File: src/include/mul_unit_cfg.svh
// ==============================
// Multiply unit configuration
// ==============================

`ifndef MUL_UNIT_CFG_SVH
`define MUL_UNIT_CFG_SVH

// Operand width in bits
// The Karatsuba split needs an even width, and 64 works as well as 128
`define MU_WIDTH 128

// Width of the command tag carried through to the result
`define MU_TAG_W 4

// Result queue depth
// The sender starts with this many command credits
`define MU_QUEUE_DEPTH 4

// Credits held toward the consumer after reset
`define MU_RES_CREDITS 2

`endif

File: src/rtl/mul_unit_pkg.sv
// ==============================
// Multiply unit types
// ==============================

package mul_unit_pkg;

  `include "mul_unit_cfg.svh"

  // Opcodes accepted on the command side
  typedef enum logic [1:0] {
    MUL_LO = 2'd0,
    MULHU  = 2'd1,
    MULH   = 2'd2,
    MULHSU = 2'd3
  } mul_op_e;

  // Command as issued by the sender
  typedef struct packed {
    mul_op_e              op;
    logic [`MU_TAG_W-1:0] tag;
    logic [`MU_WIDTH-1:0] a;
    logic [`MU_WIDTH-1:0] b;
  } mul_cmd_t;

  // Command after decode
  // The opcode is gone and only the sign and half controls remain
  typedef struct packed {
    logic [`MU_TAG_W-1:0] tag;
    logic [`MU_WIDTH-1:0] a;
    logic [`MU_WIDTH-1:0] b;
    logic                 a_signed;
    logic                 b_signed;
    logic                 take_high;
  } mul_dec_t;

  // First execute stage holding the raw unsigned product
  typedef struct packed {
    logic [`MU_TAG_W-1:0]   tag;
    logic [`MU_WIDTH-1:0]   a;
    logic [`MU_WIDTH-1:0]   b;
    logic                   a_signed;
    logic                   b_signed;
    logic                   take_high;
    logic [2*`MU_WIDTH-1:0] prod;
  } mul_ex_t;

  // Result entry as queued and delivered to the consumer
  typedef struct packed {
    logic [`MU_TAG_W-1:0] tag;
    logic [`MU_WIDTH-1:0] value;
  } mul_res_t;

endpackage

File: src/rtl/mul_cmd_decode.sv
// ==============================
// Command decode stage
// ==============================

`timescale 1ns/1ps

module mul_cmd_decode (
  input  logic                    clk,
  input  logic                    arst_n,
  input  logic                    cmd_valid,
  input  mul_unit_pkg::mul_cmd_t  cmd,
  output logic                    dec_valid,
  output mul_unit_pkg::mul_dec_t  dec
);

  import mul_unit_pkg::*;

  mul_dec_t dec_next;

  // Opcode classification
  // Only the high-half opcodes care about operand signs
  always_comb begin
    dec_next.tag       = cmd.tag;
    dec_next.a         = cmd.a;
    dec_next.b         = cmd.b;
    dec_next.a_signed  = 1'b0;
    dec_next.b_signed  = 1'b0;
    dec_next.take_high = 1'b1;
    unique case (cmd.op)
      // The low half is the same for every signedness
      MUL_LO: dec_next.take_high = 1'b0;
      MULHU:  dec_next.take_high = 1'b1;
      MULH: begin
        dec_next.a_signed = 1'b1;
        dec_next.b_signed = 1'b1;
      end
      MULHSU: dec_next.a_signed = 1'b1;
    endcase
  end

  // Valid follows the sampled command by one cycle
  always_ff @(posedge clk or negedge arst_n) begin
    if (!arst_n) begin
      dec_valid <= 1'b0;
    end else begin
      dec_valid <= cmd_valid;
    end
  end

  // Payload only loads with a command
  always_ff @(posedge clk) begin
    if (cmd_valid) begin
      dec <= dec_next;
    end
  end

endmodule

File: config.mk
export PLATFORM = sky130hd
export DESIGN_NAME = mul_cmd_decode
export DESIGN_NICKNAME = d
export VERILOG_FILES = /design/src/rtl/mul_unit_pkg.sv /design/src/rtl/mul_cmd_decode.sv
export VERILOG_INCLUDE_DIRS = /design/src /design/src/include
export SDC_FILE = /design/constraint.sdc
export NUM_CORES = 1
export LEC_CHECK = 0
export BUFFER_PORTS_ARGS = -buffer_cell sky130_fd_sc_hd__buf_2
export CORE_AREA = 2 2 203 205
export CTS_BUF_LIST = sky130_fd_sc_hd__clkbuf_8
export CTS_CLUSTER_DIAMETER = 80
export DETAILED_ROUTE_END_ITERATION = 10
export DIE_AREA = 0 0 205 207
export SYNTH_ARGS = -nofsm -noshare
export SYNTH_HDL_FRONTEND = slang
export SYNTH_SLANG_ARGS = --single-unit
File: constraint.sdc
create_clock -name clk -period 0.8 [get_ports clk]
set_input_delay 0.16 -clock clk [delete_from_list [all_inputs] [get_ports clk]]
set_output_delay 0.16 -clock clk [all_outputs]
set_load 0.02 [all_outputs]
==> flow_metrics.py <==
metrics = {
    "logic_synthesis": {
        "post_synth_mux_area_share_pct": 0,
        "synth.cell_area_um2": 7940,
        "synth_warnings": 0,
        "avgSynthCellArea_um2": 29.7,
        "yosys.area_share.xor_xnor_pct": 0,
        "synth_compound_gate_area_share_pct": 0,
        "synthesis.instances": 267,
        "synth_simple_gate_area_share_pct": 0.158,
        "postSynthNetCount": 532,
        "synth.yosys.seq_area_share_pct": 99.8,
        "postSynthRegisterBits": 264,
        "synth_cell_types": 5,
        "synth_top_family_by_area": "simple AND/OR/NAND/NOR gates",
        "post_synth_fa_ha_maj_area_fraction_pct": 0,
    },
    "worst_hold_path": {
        "min-delay-start": "cmd_valid",
        "hold_end": "dec_valid",
        "hold_crit_path_type": "in -> reg",
        "worstHoldPathCells": 2,
    },
    "timing": {
        "totalNegativeSetupSlack_ps": -122750,
        "slew_violations": 0,
        "report.final.setup_viol": 264,
        "fmax_mhz": 746,
        "final_critical_path_setup_slack_ps": -541,
        "fin_crit_sh_pct": 168,
        "min_period_ps": 1340,
        "finalHoldViolCount": 0,
        "tightest_slew_ps": 239,
        "max-slew-margin-rel_pct": 84.1,
        "grt_setup_unrepaired": "yes",
    },
    "clock_network": {
        "htree_levels": 2,
        "clk_root_buffer_cell": "sky130_fd_sc_hd__clkbuf_8",
        "cts_post_setup_buffers_inserted": 0,
        "tritoncts": "built",
        "numCtsBuffers": 43,
        "clock_pin_slew_on_the_worst_setup_and_hold_paths_ps": 50,
        "ctsLongestPathBuffers": 3,
        "cts_sinks": 264,
    },
    "run_status": {
        "violations_in_the_final_reports": "negative setup slack",
        "outcome": "complete, but fails checks",
    },
    "detailed_routing": {
        "postRouteWirelength_mm": 30.4,
        "via_per_inst": 3.69,
        "drt_first_pass_iters": 4,
        "vias": 6191,
        "first_iter_violations": 323,
        "wl_per_cell_um": 18.1,
        "drc_errors": 0,
        "antenna_left": 0,
    },
    "grt": {
        "wire_length_of_the_first_global_routing_pass_mm": 40.8,
        "gr-total-overflow": 0,
        "pin_count_of_the_biggest_net_entering_global_routing": 40,
        "number_of_global_route_vias_before_repair": 6941,
        "antenna_violations_before_repair": 1,
        "track_usage_pct": 13.1,
    },
    "finish": {
        "finalNetCount": 1384,
        "insertedDiodeCount": 0,
        "nFillCells": 3611,
        "syn_to_final_growth_pct": 106,
        "commonest_non_fill_non_tap_cells_in_the_layout": "sky130_fd_sc_hd__buf_2, sky130_fd_sc_hd__dlygate4sd3_1, sky130_fd_sc_hd__edfxtp_1",
        "stdcell_area_um2": 16300,
        "layout.cells.most_common": "sky130_fd_sc_hd__buf_2",
        "drive_above_1_share_pct": 52.3,
    },
    "place": {
        "globalplace.congestion": 0.838,
        "placed_cell_area_um2": 11400,
        "buffers_added_on_ports": 528,
        "dp.final_hpwl_mm": 19.3,
    },
    "critical_path": {
        "setup.worst_path.end_class": "output port",
        "critical-path-max-stage-delay_ps": 450,
        "critical_path.startpoint_type": "register",
        "cp.buffers_inverters": 1,
        "crit_family": "flip-flops",
        "arrival_ps": 1180,
        "worst-path-max-fanout": 1,
        "cp.required_ps": 640,
        "path_depth": 1,
        "critical_path_slowest_stage_cell": "sky130_fd_sc_hd__edfxtp_1",
        "crit_type": "reg -> out",
        "timing.critical_path.cells": "buf_6",
    },
    "power": {
        "leakage_nw": 6.82,
        "comb_power_share_pct": 16.5,
        "netSwitchingFraction_pct": 24.3,
        "power.share.sequential_pct": 48.9,
        "clock_network_fraction_of_design_power_pct": 34.6,
        "power_per_cell_area_nw_per_um2": 2130,
        "sw_power_mw": 8.47,
        "internal_power_mw": 26.3,
        "peakVddDrop_v": 0.00171,
    },
    "floorplanning": {
        "initial_core_utilization_pct": 19.7,
        "ioPinCount": 529,
        "chipHeight_um": 207,
        "core_region_um2": 40400,
        "die_width_um": 205,
        "dieArea_um2": 42400,
        "core.rowCount": 74,
    },
    "job": {
        "max_cap_check_violation_count": 0,
    },
}
-- power by group through the flow --
stage	clock (mW)	combinational, mW	sequential, mW
global placement	0	3.60	17.0
global route	13.1	6.01	17.1
floorplan	0	0.00470	18.5
detailed placement	0	3.63	17.0
CTS	12.4	5.19	16.9
finish	12.1	5.75	17.0
-- final cells by class --
cell class | count | area [um2] | area share [%]
sequential | 264 | 7920 | 48.5
timing repair buffer | 808 | 6880 | 42.1
tap | 532 | 666 | 4.07
clock buffer | 45 | 619 | 3.79
clock inverter | 27 | 239 | 1.46
multi-input combinational | 2 | 12.5 | 0.0766
-- registers in the layout (all words and copies together) (netlist names) --
name and flops:
dec 263, dec_valid 1
-- synth_stat cells --
| master | n | share of area (%) |
|---|---|---|
| sky130_fd_sc_hd__edfxtp_1 | 263 | 99 |
| sky130_fd_sc_hd__clkbuf_1 | 1 | 0.047 |
| sky130_fd_sc_hd__or2_1 | 1 | 0.079 |
| sky130_fd_sc_hd__nor2b_1 | 1 | 0.079 |
| sky130_fd_sc_hd__dfrtp_1 | 1 | 0.32 |
-- kinds of logic after synthesis --
kind of cell / count (synthesis)
and+or+nand+nor: 2
DFF: 264
buffers and inverters: 1
-- layer usage --
layer	vias up	wire [um]	track usage, %
met3	66	2740	4.92
met1	2964	10500	13.2
met4	2	930	5.04
li1	2799	-	-
met5	-	11	0
met2	360	16200	24.1
-- per-stage QoR --
step	hold WS, ps	worst slack, ps	instances	util [%]	total power [mW]
after floorplan	-136	184	267	-	18.5
after global placement	-63.3	-249	1342	28.3	20.6
after detailed placement	-61.8	-258	1342	28.3	20.7
after CTS	16.4	-623	1678	38.8	34.5
after global routing	30.8	-616	1678	40.5	36.2
final	77.1	-541	1678	40.5	34.8
-- what timing repair did --
item / 4_1_cts / 5_1_grt
endpoints found under the hold margin: 264 / 0
endpoints found under the setup margin: 264 / 264
gates cloned: 0 / 0
hold buffers: 264 / 0
resized for setup: 234 / 219
-- how the worst max path moves through the flow --
stage / from / end / slack [ps]
6_report: dec[255] / dec[255] / -540
5_1_grt: dec[255] / dec[255] / -620
4_1_cts: dec[78] / dec[78] / -620
3_5_place_dp: cmd_valid / dec[21] / -260
3_3_place_gp: cmd_valid / dec[189] / -250
2_1_floorplan: cmd[261] / dec[0] / 180
No activity file was read; power rests on OpenSTA's default activity.
