`src/include/mul_unit_cfg.svh`:
```
// ==============================
// Multiply unit configuration
// ==============================

`ifndef MUL_UNIT_CFG_SVH
`define MUL_UNIT_CFG_SVH

// Operand width in bits
// The Karatsuba split needs an even width, and 64 works as well as 128
`define MU_WIDTH 128

// Width of the command tag carried through to the result
`define MU_TAG_W 4

// Result queue depth
// The sender starts with this many command credits
`define MU_QUEUE_DEPTH 4

// Credits held toward the consumer after reset
`define MU_RES_CREDITS 2

`endif

```
`src/rtl/mul_unit_pkg.sv`:
```
// ==============================
// Multiply unit types
// ==============================

package mul_unit_pkg;

  `include "mul_unit_cfg.svh"

  // Opcodes accepted on the command side
  typedef enum logic [1:0] {
    MUL_LO = 2'd0,
    MULHU  = 2'd1,
    MULH   = 2'd2,
    MULHSU = 2'd3
  } mul_op_e;

  // Command as issued by the sender
  typedef struct packed {
    mul_op_e              op;
    logic [`MU_TAG_W-1:0] tag;
    logic [`MU_WIDTH-1:0] a;
    logic [`MU_WIDTH-1:0] b;
  } mul_cmd_t;

  // Command after decode
  // The opcode is gone and only the sign and half controls remain
  typedef struct packed {
    logic [`MU_TAG_W-1:0] tag;
    logic [`MU_WIDTH-1:0] a;
    logic [`MU_WIDTH-1:0] b;
    logic                 a_signed;
    logic                 b_signed;
    logic                 take_high;
  } mul_dec_t;

  // First execute stage holding the raw unsigned product
  typedef struct packed {
    logic [`MU_TAG_W-1:0]   tag;
    logic [`MU_WIDTH-1:0]   a;
    logic [`MU_WIDTH-1:0]   b;
    logic                   a_signed;
    logic                   b_signed;
    logic                   take_high;
    logic [2*`MU_WIDTH-1:0] prod;
  } mul_ex_t;

  // Result entry as queued and delivered to the consumer
  typedef struct packed {
    logic [`MU_TAG_W-1:0] tag;
    logic [`MU_WIDTH-1:0] value;
  } mul_res_t;

endpackage

```
`src/rtl/mul_result.sv`:
```
// ==============================
// Result queue and credits
// ==============================

`timescale 1ns/1ps

`include "mul_unit_cfg.svh"

module mul_result (
  input  logic                    clk,
  input  logic                    arst_n,
  input  logic                    ex_valid,
  input  mul_unit_pkg::mul_res_t  ex_res,
  input  logic                    res_credit,
  output logic                    res_valid,
  output mul_unit_pkg::mul_res_t  res,
  output logic                    cmd_credit
);

  import mul_unit_pkg::*;

  localparam int DEPTH  = `MU_QUEUE_DEPTH;
  localparam int PTR_W  = (DEPTH > 1) ? $clog2(DEPTH) : 1;
  localparam int CNT_W  = $clog2(DEPTH + 1);
  localparam int CRED_W = $clog2(`MU_RES_CREDITS + DEPTH + 1);

  mul_res_t          mem [DEPTH];
  logic [PTR_W-1:0]  wr_ptr;
  logic [PTR_W-1:0]  rd_ptr;
  logic [CNT_W-1:0]  count;
  logic [CRED_W-1:0] credit_cnt;
  logic              push;
  logic              pop;

  // A credit arriving this cycle may be spent at once
  assign push = ex_valid;
  assign pop  = (count != '0) && ((credit_cnt != '0) || res_credit);

  // ==============================
  // Queue storage
  // ==============================

  // Write port at the write pointer
  always_ff @(posedge clk) begin
    if (push) begin
      mem[wr_ptr] <= ex_res;
    end
  end

  // The popped entry is registered onto the output with res_valid
  always_ff @(posedge clk) begin
    if (pop) begin
      res <= mem[rd_ptr];
    end
  end

  // ==============================
  // Pointers, count and credits
  // ==============================
  always_ff @(posedge clk or negedge arst_n) begin
    if (!arst_n) begin
      wr_ptr     <= '0;
      rd_ptr     <= '0;
      count      <= '0;
      credit_cnt <= CRED_W'(`MU_RES_CREDITS);
      res_valid  <= 1'b0;
      cmd_credit <= 1'b0;
    end else begin
      if (push) begin
        wr_ptr <= (wr_ptr == PTR_W'(DEPTH - 1)) ? '0 : wr_ptr + 1'b1;
      end
      if (pop) begin
        rd_ptr <= (rd_ptr == PTR_W'(DEPTH - 1)) ? '0 : rd_ptr + 1'b1;
      end
      // Push and pop together leave the count unchanged
      count      <= count + CNT_W'(push) - CNT_W'(pop);
      credit_cnt <= credit_cnt + CRED_W'(res_credit) - CRED_W'(pop);
      // Each freed slot goes back to the sender as one credit
      res_valid  <= pop;
      cmd_credit <= pop;
    end
  end

endmodule

```
`config.mk`:
```
export PLATFORM = sky130hd
export DESIGN_NAME = mul_result
export DESIGN_NICKNAME = d
export VERILOG_FILES = /design/src/rtl/mul_unit_pkg.sv /design/src/rtl/mul_result.sv
export VERILOG_INCLUDE_DIRS = /design/src /design/src/include
export SDC_FILE = /design/constraint.sdc
export NUM_CORES = 1
export LEC_CHECK = 0
export ABC_AREA = 1
export BUFFER_PORTS_ARGS = -buffer_cell sky130_fd_sc_hd__buf_2
export CORE_MARGIN = 1.5
export CORE_UTILIZATION = 45
export CTS_BUF_LIST = sky130_fd_sc_hd__clkbuf_16
export DETAILED_ROUTE_END_ITERATION = 16
export PLACE_DENSITY = 0.72
export SLEW_MARGIN = 20
export SYNTH_ARGS = -nofsm -noshare
export SYNTH_HDL_FRONTEND = slang
export SYNTH_SLANG_ARGS = --single-unit
```
`constraint.sdc`:
```
create_clock -name clk -period 7.4 [get_ports clk]
set_clock_uncertainty 0.05 [all_clocks]
set_input_delay 0 -clock clk [delete_from_list [all_inputs] [get_ports clk]]
set_output_delay 0 -clock clk [all_outputs]
set_load 0.005 [all_outputs]
```
==> results.sh <==
export IMPL_yosys_register_bits=671
export IMPL_multiInputGateArea_sq_um=3760
export IMPL_grt_total_usage=0.179
export IMPL_hold_path_endpoint="mem[1][27]$_DFFE_PP_"
export IMPL_total_standard_cell_area_after_synthesis_sq_um=25700
export IMPL_detail_route_drc_violations=0
export IMPL_r2r_end="rd_ptr[1]$_DFFE_PN0P_"
export IMPL_power_leakage_nw=12.1
export IMPL_fmax_mhz=357
export IMPL_drv_slew=0
export IMPL_setup_violations_final=0
export IMPL_worstSetupEndpointType="flip-flop"
export IMPL_die_height_um=242
export IMPL_tightest_slew_ps=989
export IMPL_time_the_worst_path_needs_with_i_o_delays_and_setup_ps=2800
export IMPL_max_slew_margin_rel=0.341
export IMPL_effective_utilization_at_floorplan=0.456
export IMPL_cts_root_buf="sky130_fd_sc_hd__clkbuf_16"
export IMPL_synth_seq_area_share=0.781
export IMPL_route_vias_total=14600
export IMPL_sequential_cell_area_sq_um=20100
export IMPL_post_route_worst_setup_slack_ps=4600
export IMPL_maximum_number_of_buffers_from_clock_root_to_sink=3
export IMPL_cts_buffers_inserted=69
export IMPL_cts_sinks=671
export IMPL_placeableCoreArea_sq_um=56400
export IMPL_critical_path_top_delay_family="buffers and inverters"
export IMPL_die_w_um=242
export IMPL_timing_worst_setup_path_type="flip-flop to flip-flop"
export IMPL_r2r_start="rd_ptr[1]$_DFFE_PN0P_"
export IMPL_routed_wl_um=51800
export IMPL_rr_worst_depth=5
export IMPL_critPathArrivalTime_ps=3230
export IMPL_area_growth_syn_to_layout_pct=19.9
export IMPL_port_buffer_count=269
export IMPL_hold_path_startpoint="ex_res[27]"
export IMPL_clk_latency_ps=600
export IMPL_timing_critical_path_slowest_cell_delay_ps=810
export IMPL_top_library_cells_by_usage_in_the_layout_fill_and_taps_aside="sky130_fd_sc_hd__edfxtp_1 (660), sky130_fd_sc_hd__nand2_1 (417), sky130_fd_sc_hd__inv_1 (287)"
export IMPL_detail_route_vias_per_cell=4.96
export IMPL_rrSetupSlack_ps=4600
export IMPL_cap_viol_max_count=0
export IMPL_io_pins=270
export IMPL_crit_required_ps=7830
export IMPL_total_neg_setup_slack_ps=0
export IMPL_fill_cells=4439
export IMPL_gp_weighted_congestion=0.734
export IMPL_mappedNetlistNets=1891
export IMPL_grt_antenna_before_repair=3
export IMPL_mostFrequentLayoutCell="sky130_fd_sc_hd__edfxtp_1"
export IMPL_postSynthAreaPerCell_sq_um=14.7
export IMPL_synth_top_area_share=0.771
export IMPL_critical_path_buf_inv_count=2
export IMPL_final_antenna_net_count=0
export IMPL_tritoncts="built"
export IMPL_synth_largest_area_cell="sky130_fd_sc_hd__edfxtp_1"
export IMPL_grt_setup_unrepaired="false"
export IMPL_post_synth_inst_count=1746
export IMPL_hold_class="input port to flip-flop"
export IMPL_yosysWarningCount=0
export IMPL_design_die_area_sq_um=58600
export IMPL_route_detailed_wl_per_inst_um=17.6
export IMPL_grt_overflow=0
export IMPL_register_clock_pin_slew_on_the_reported_worst_setup_and_hold_paths_ps=60
export IMPL_ys_top_cells_by_area="sky130_fd_sc_hd__edfxtp_1 (77%), sky130_fd_sc_hd__o211ai_1 (7.7%), sky130_fd_sc_hd__nand2_1 (6.1%), sky130_fd_sc_hd__inv_1 (4.1%), sky130_fd_sc_hd__buf_6 (2.3%)"
export IMPL_first_global_vias=15100
export IMPL_floorplan_rows=87
export IMPL_first_pass_grt_wire_length_um=81200
export IMPL_critical_path_top_cell_by_count="sky130_fd_sc_hd__buf_4"
export IMPL_report_final_hold_viol_count=0
export IMPL_outcome="completed"
export IMPL_setup_worst_path_start_class="flip-flop"
export IMPL_clock_tree_htree_level_count=3
export IMPL_worstPathCellList="buf_4 -> buf_4 -> ha_1 -> nand3_1 -> nand2_1"
export IMPL_final_period_utilization=0.378
export IMPL_num_nets_final=2291
export IMPL_pin_count_of_the_biggest_net_entering_global_routing=288
export IMPL_distinct_cells_synth=21
export IMPL_detail_route_first_pass_iterations=5
export IMPL_p_per_area_nw_per_um2=387
export IMPL_hpwlAfterDp_um=27500
export IMPL_post_cts_resized=0
export IMPL_post_place_ws_ps=4330
export IMPL_final_layout_size_suffix_gt1_frac=0.175
export IMPL_peak_vdd_ir_v=0.000293
export IMPL_min_delay_path_depth=2
export IMPL_drt_initial_drc_count=916
export IMPL_critPathMaxFanout=65
export IMPL_slowest_stage="sky130_fd_sc_hd__buf_4"
[worst max path at each step]
stage,endpoint,cells past startpoint,startpoint,slack (ps)
2_1_floorplan,res[0]$_DFFE_PP_,4,credit_cnt[1]$_DFF_PN1_,3460
3_3_place_gp,res[114]$_DFFE_PP_,5,credit_cnt[1]$_DFF_PN1_,4340
3_5_place_dp,res[104]$_DFFE_PP_,5,credit_cnt[1]$_DFF_PN1_,4330
4_1_cts,res[131]$_DFFE_PP_,5,credit_cnt[1]$_DFF_PN1_,4310
5_1_grt,rd_ptr[1]$_DFFE_PN0P_,5,rd_ptr[1]$_DFFE_PN0P_,4420
6_report,rd_ptr[1]$_DFFE_PN0P_,5,rd_ptr[1]$_DFFE_PN0P_,4600
[area by class of cell]
class	instances	share of cell area
antenna	3	0.000243
sequential	671	0.652
inverter	279	0.0348
clock buffer	71	0.0576
clock inverter	46	0.0108
multi-input combinational	707	0.122
timing repair buffer	418	0.0922
tap	756	0.0307
[per-layer routing]
layer	global-route usage	up-vias	wire (um)
li1	-	6968	-
met1	0.221	7203	21200
met2	0.308	378	26400
met3	0.0345	88	2800
met4	0.0757	2	1460
met5	0	-	10
[timing repair]
action / in CTS / in global routing
hold buffers: 137 / 0
endpoints found under the hold margin: 547 / 0
setup buffers: 0 / 0
[sequential cells by signal (all words and copies together), names as in the netlist]
name and cells:
wr_ptr 2, credit_cnt 3, count 3, res 132
mem 528, cmd_credit 1, rd_ptr 2
[cells by family (layout without fill, tap and decap cells)]
| logic type | count (synthesis) | after routing | synth area share |
|---|---|---|---|
| AOI/OAI and AO/OA | 267 | 267 | 0.0777 |
| adders and majority gates | 9 | 9 | 0.00496 |
| DFF | 671 | 671 | 0.781 |
| xor gates and xnor gates | 2 | 2 | 0.000681 |
| other | 0 | 3 | 0 |
| and+or+nand+nor | 429 | 429 | 0.0630 |
| buffers and inverters | 368 | 814 | 0.0723 |
[cell usage after synthesis (all sizes together)]
| library cell | number |
|---|---|
| xnor2 | 1 |
| o21ai | 2 |
| inv | 279 |
| o211ai | 264 |
| dfrtp | 10 |
| nand3 | 5 |
| clkbuf | 7 |
| xor2 | 1 |
| nand2 | 417 |
| o21bai | 1 |
| buf | 82 |
| edfxtp | 660 |
| ha | 7 |
| nor2 | 6 |
| fa | 2 |
| nand3b | 1 |
| dfstp | 1 |
[metrics by stage]
step	total power, mW	cells	util	cell area (sq um)	hold slack [ps]
4_1_cts	12.1	2947	0.546	30800	52.1
5_1_grt	12.6	2950	0.547	30800	86.4
3_5_place_dp	8.76	2693	0.485	27300	-148
3_3_place_gp	8.62	2693	0.485	27300	-153
2_1_floorplan	7.92	1746	-	25700	-346
6_report	11.9	2951	0.547	30900	96.8
[report_power, final]
group / total [mW] / leakage [nW] / internal (mW) / switching [mW]
Clock: 3.25 / 1.08 / 1.88 / 1.37
Sequential: 5.74 / 6.34 / 5.41 / 0.333
Combinational: 2.95 / 4.64 / 0.960 / 1.99
Total: 11.9 / 12.1 / 8.25 / 3.69
Power figures use the tool's default switching activity.
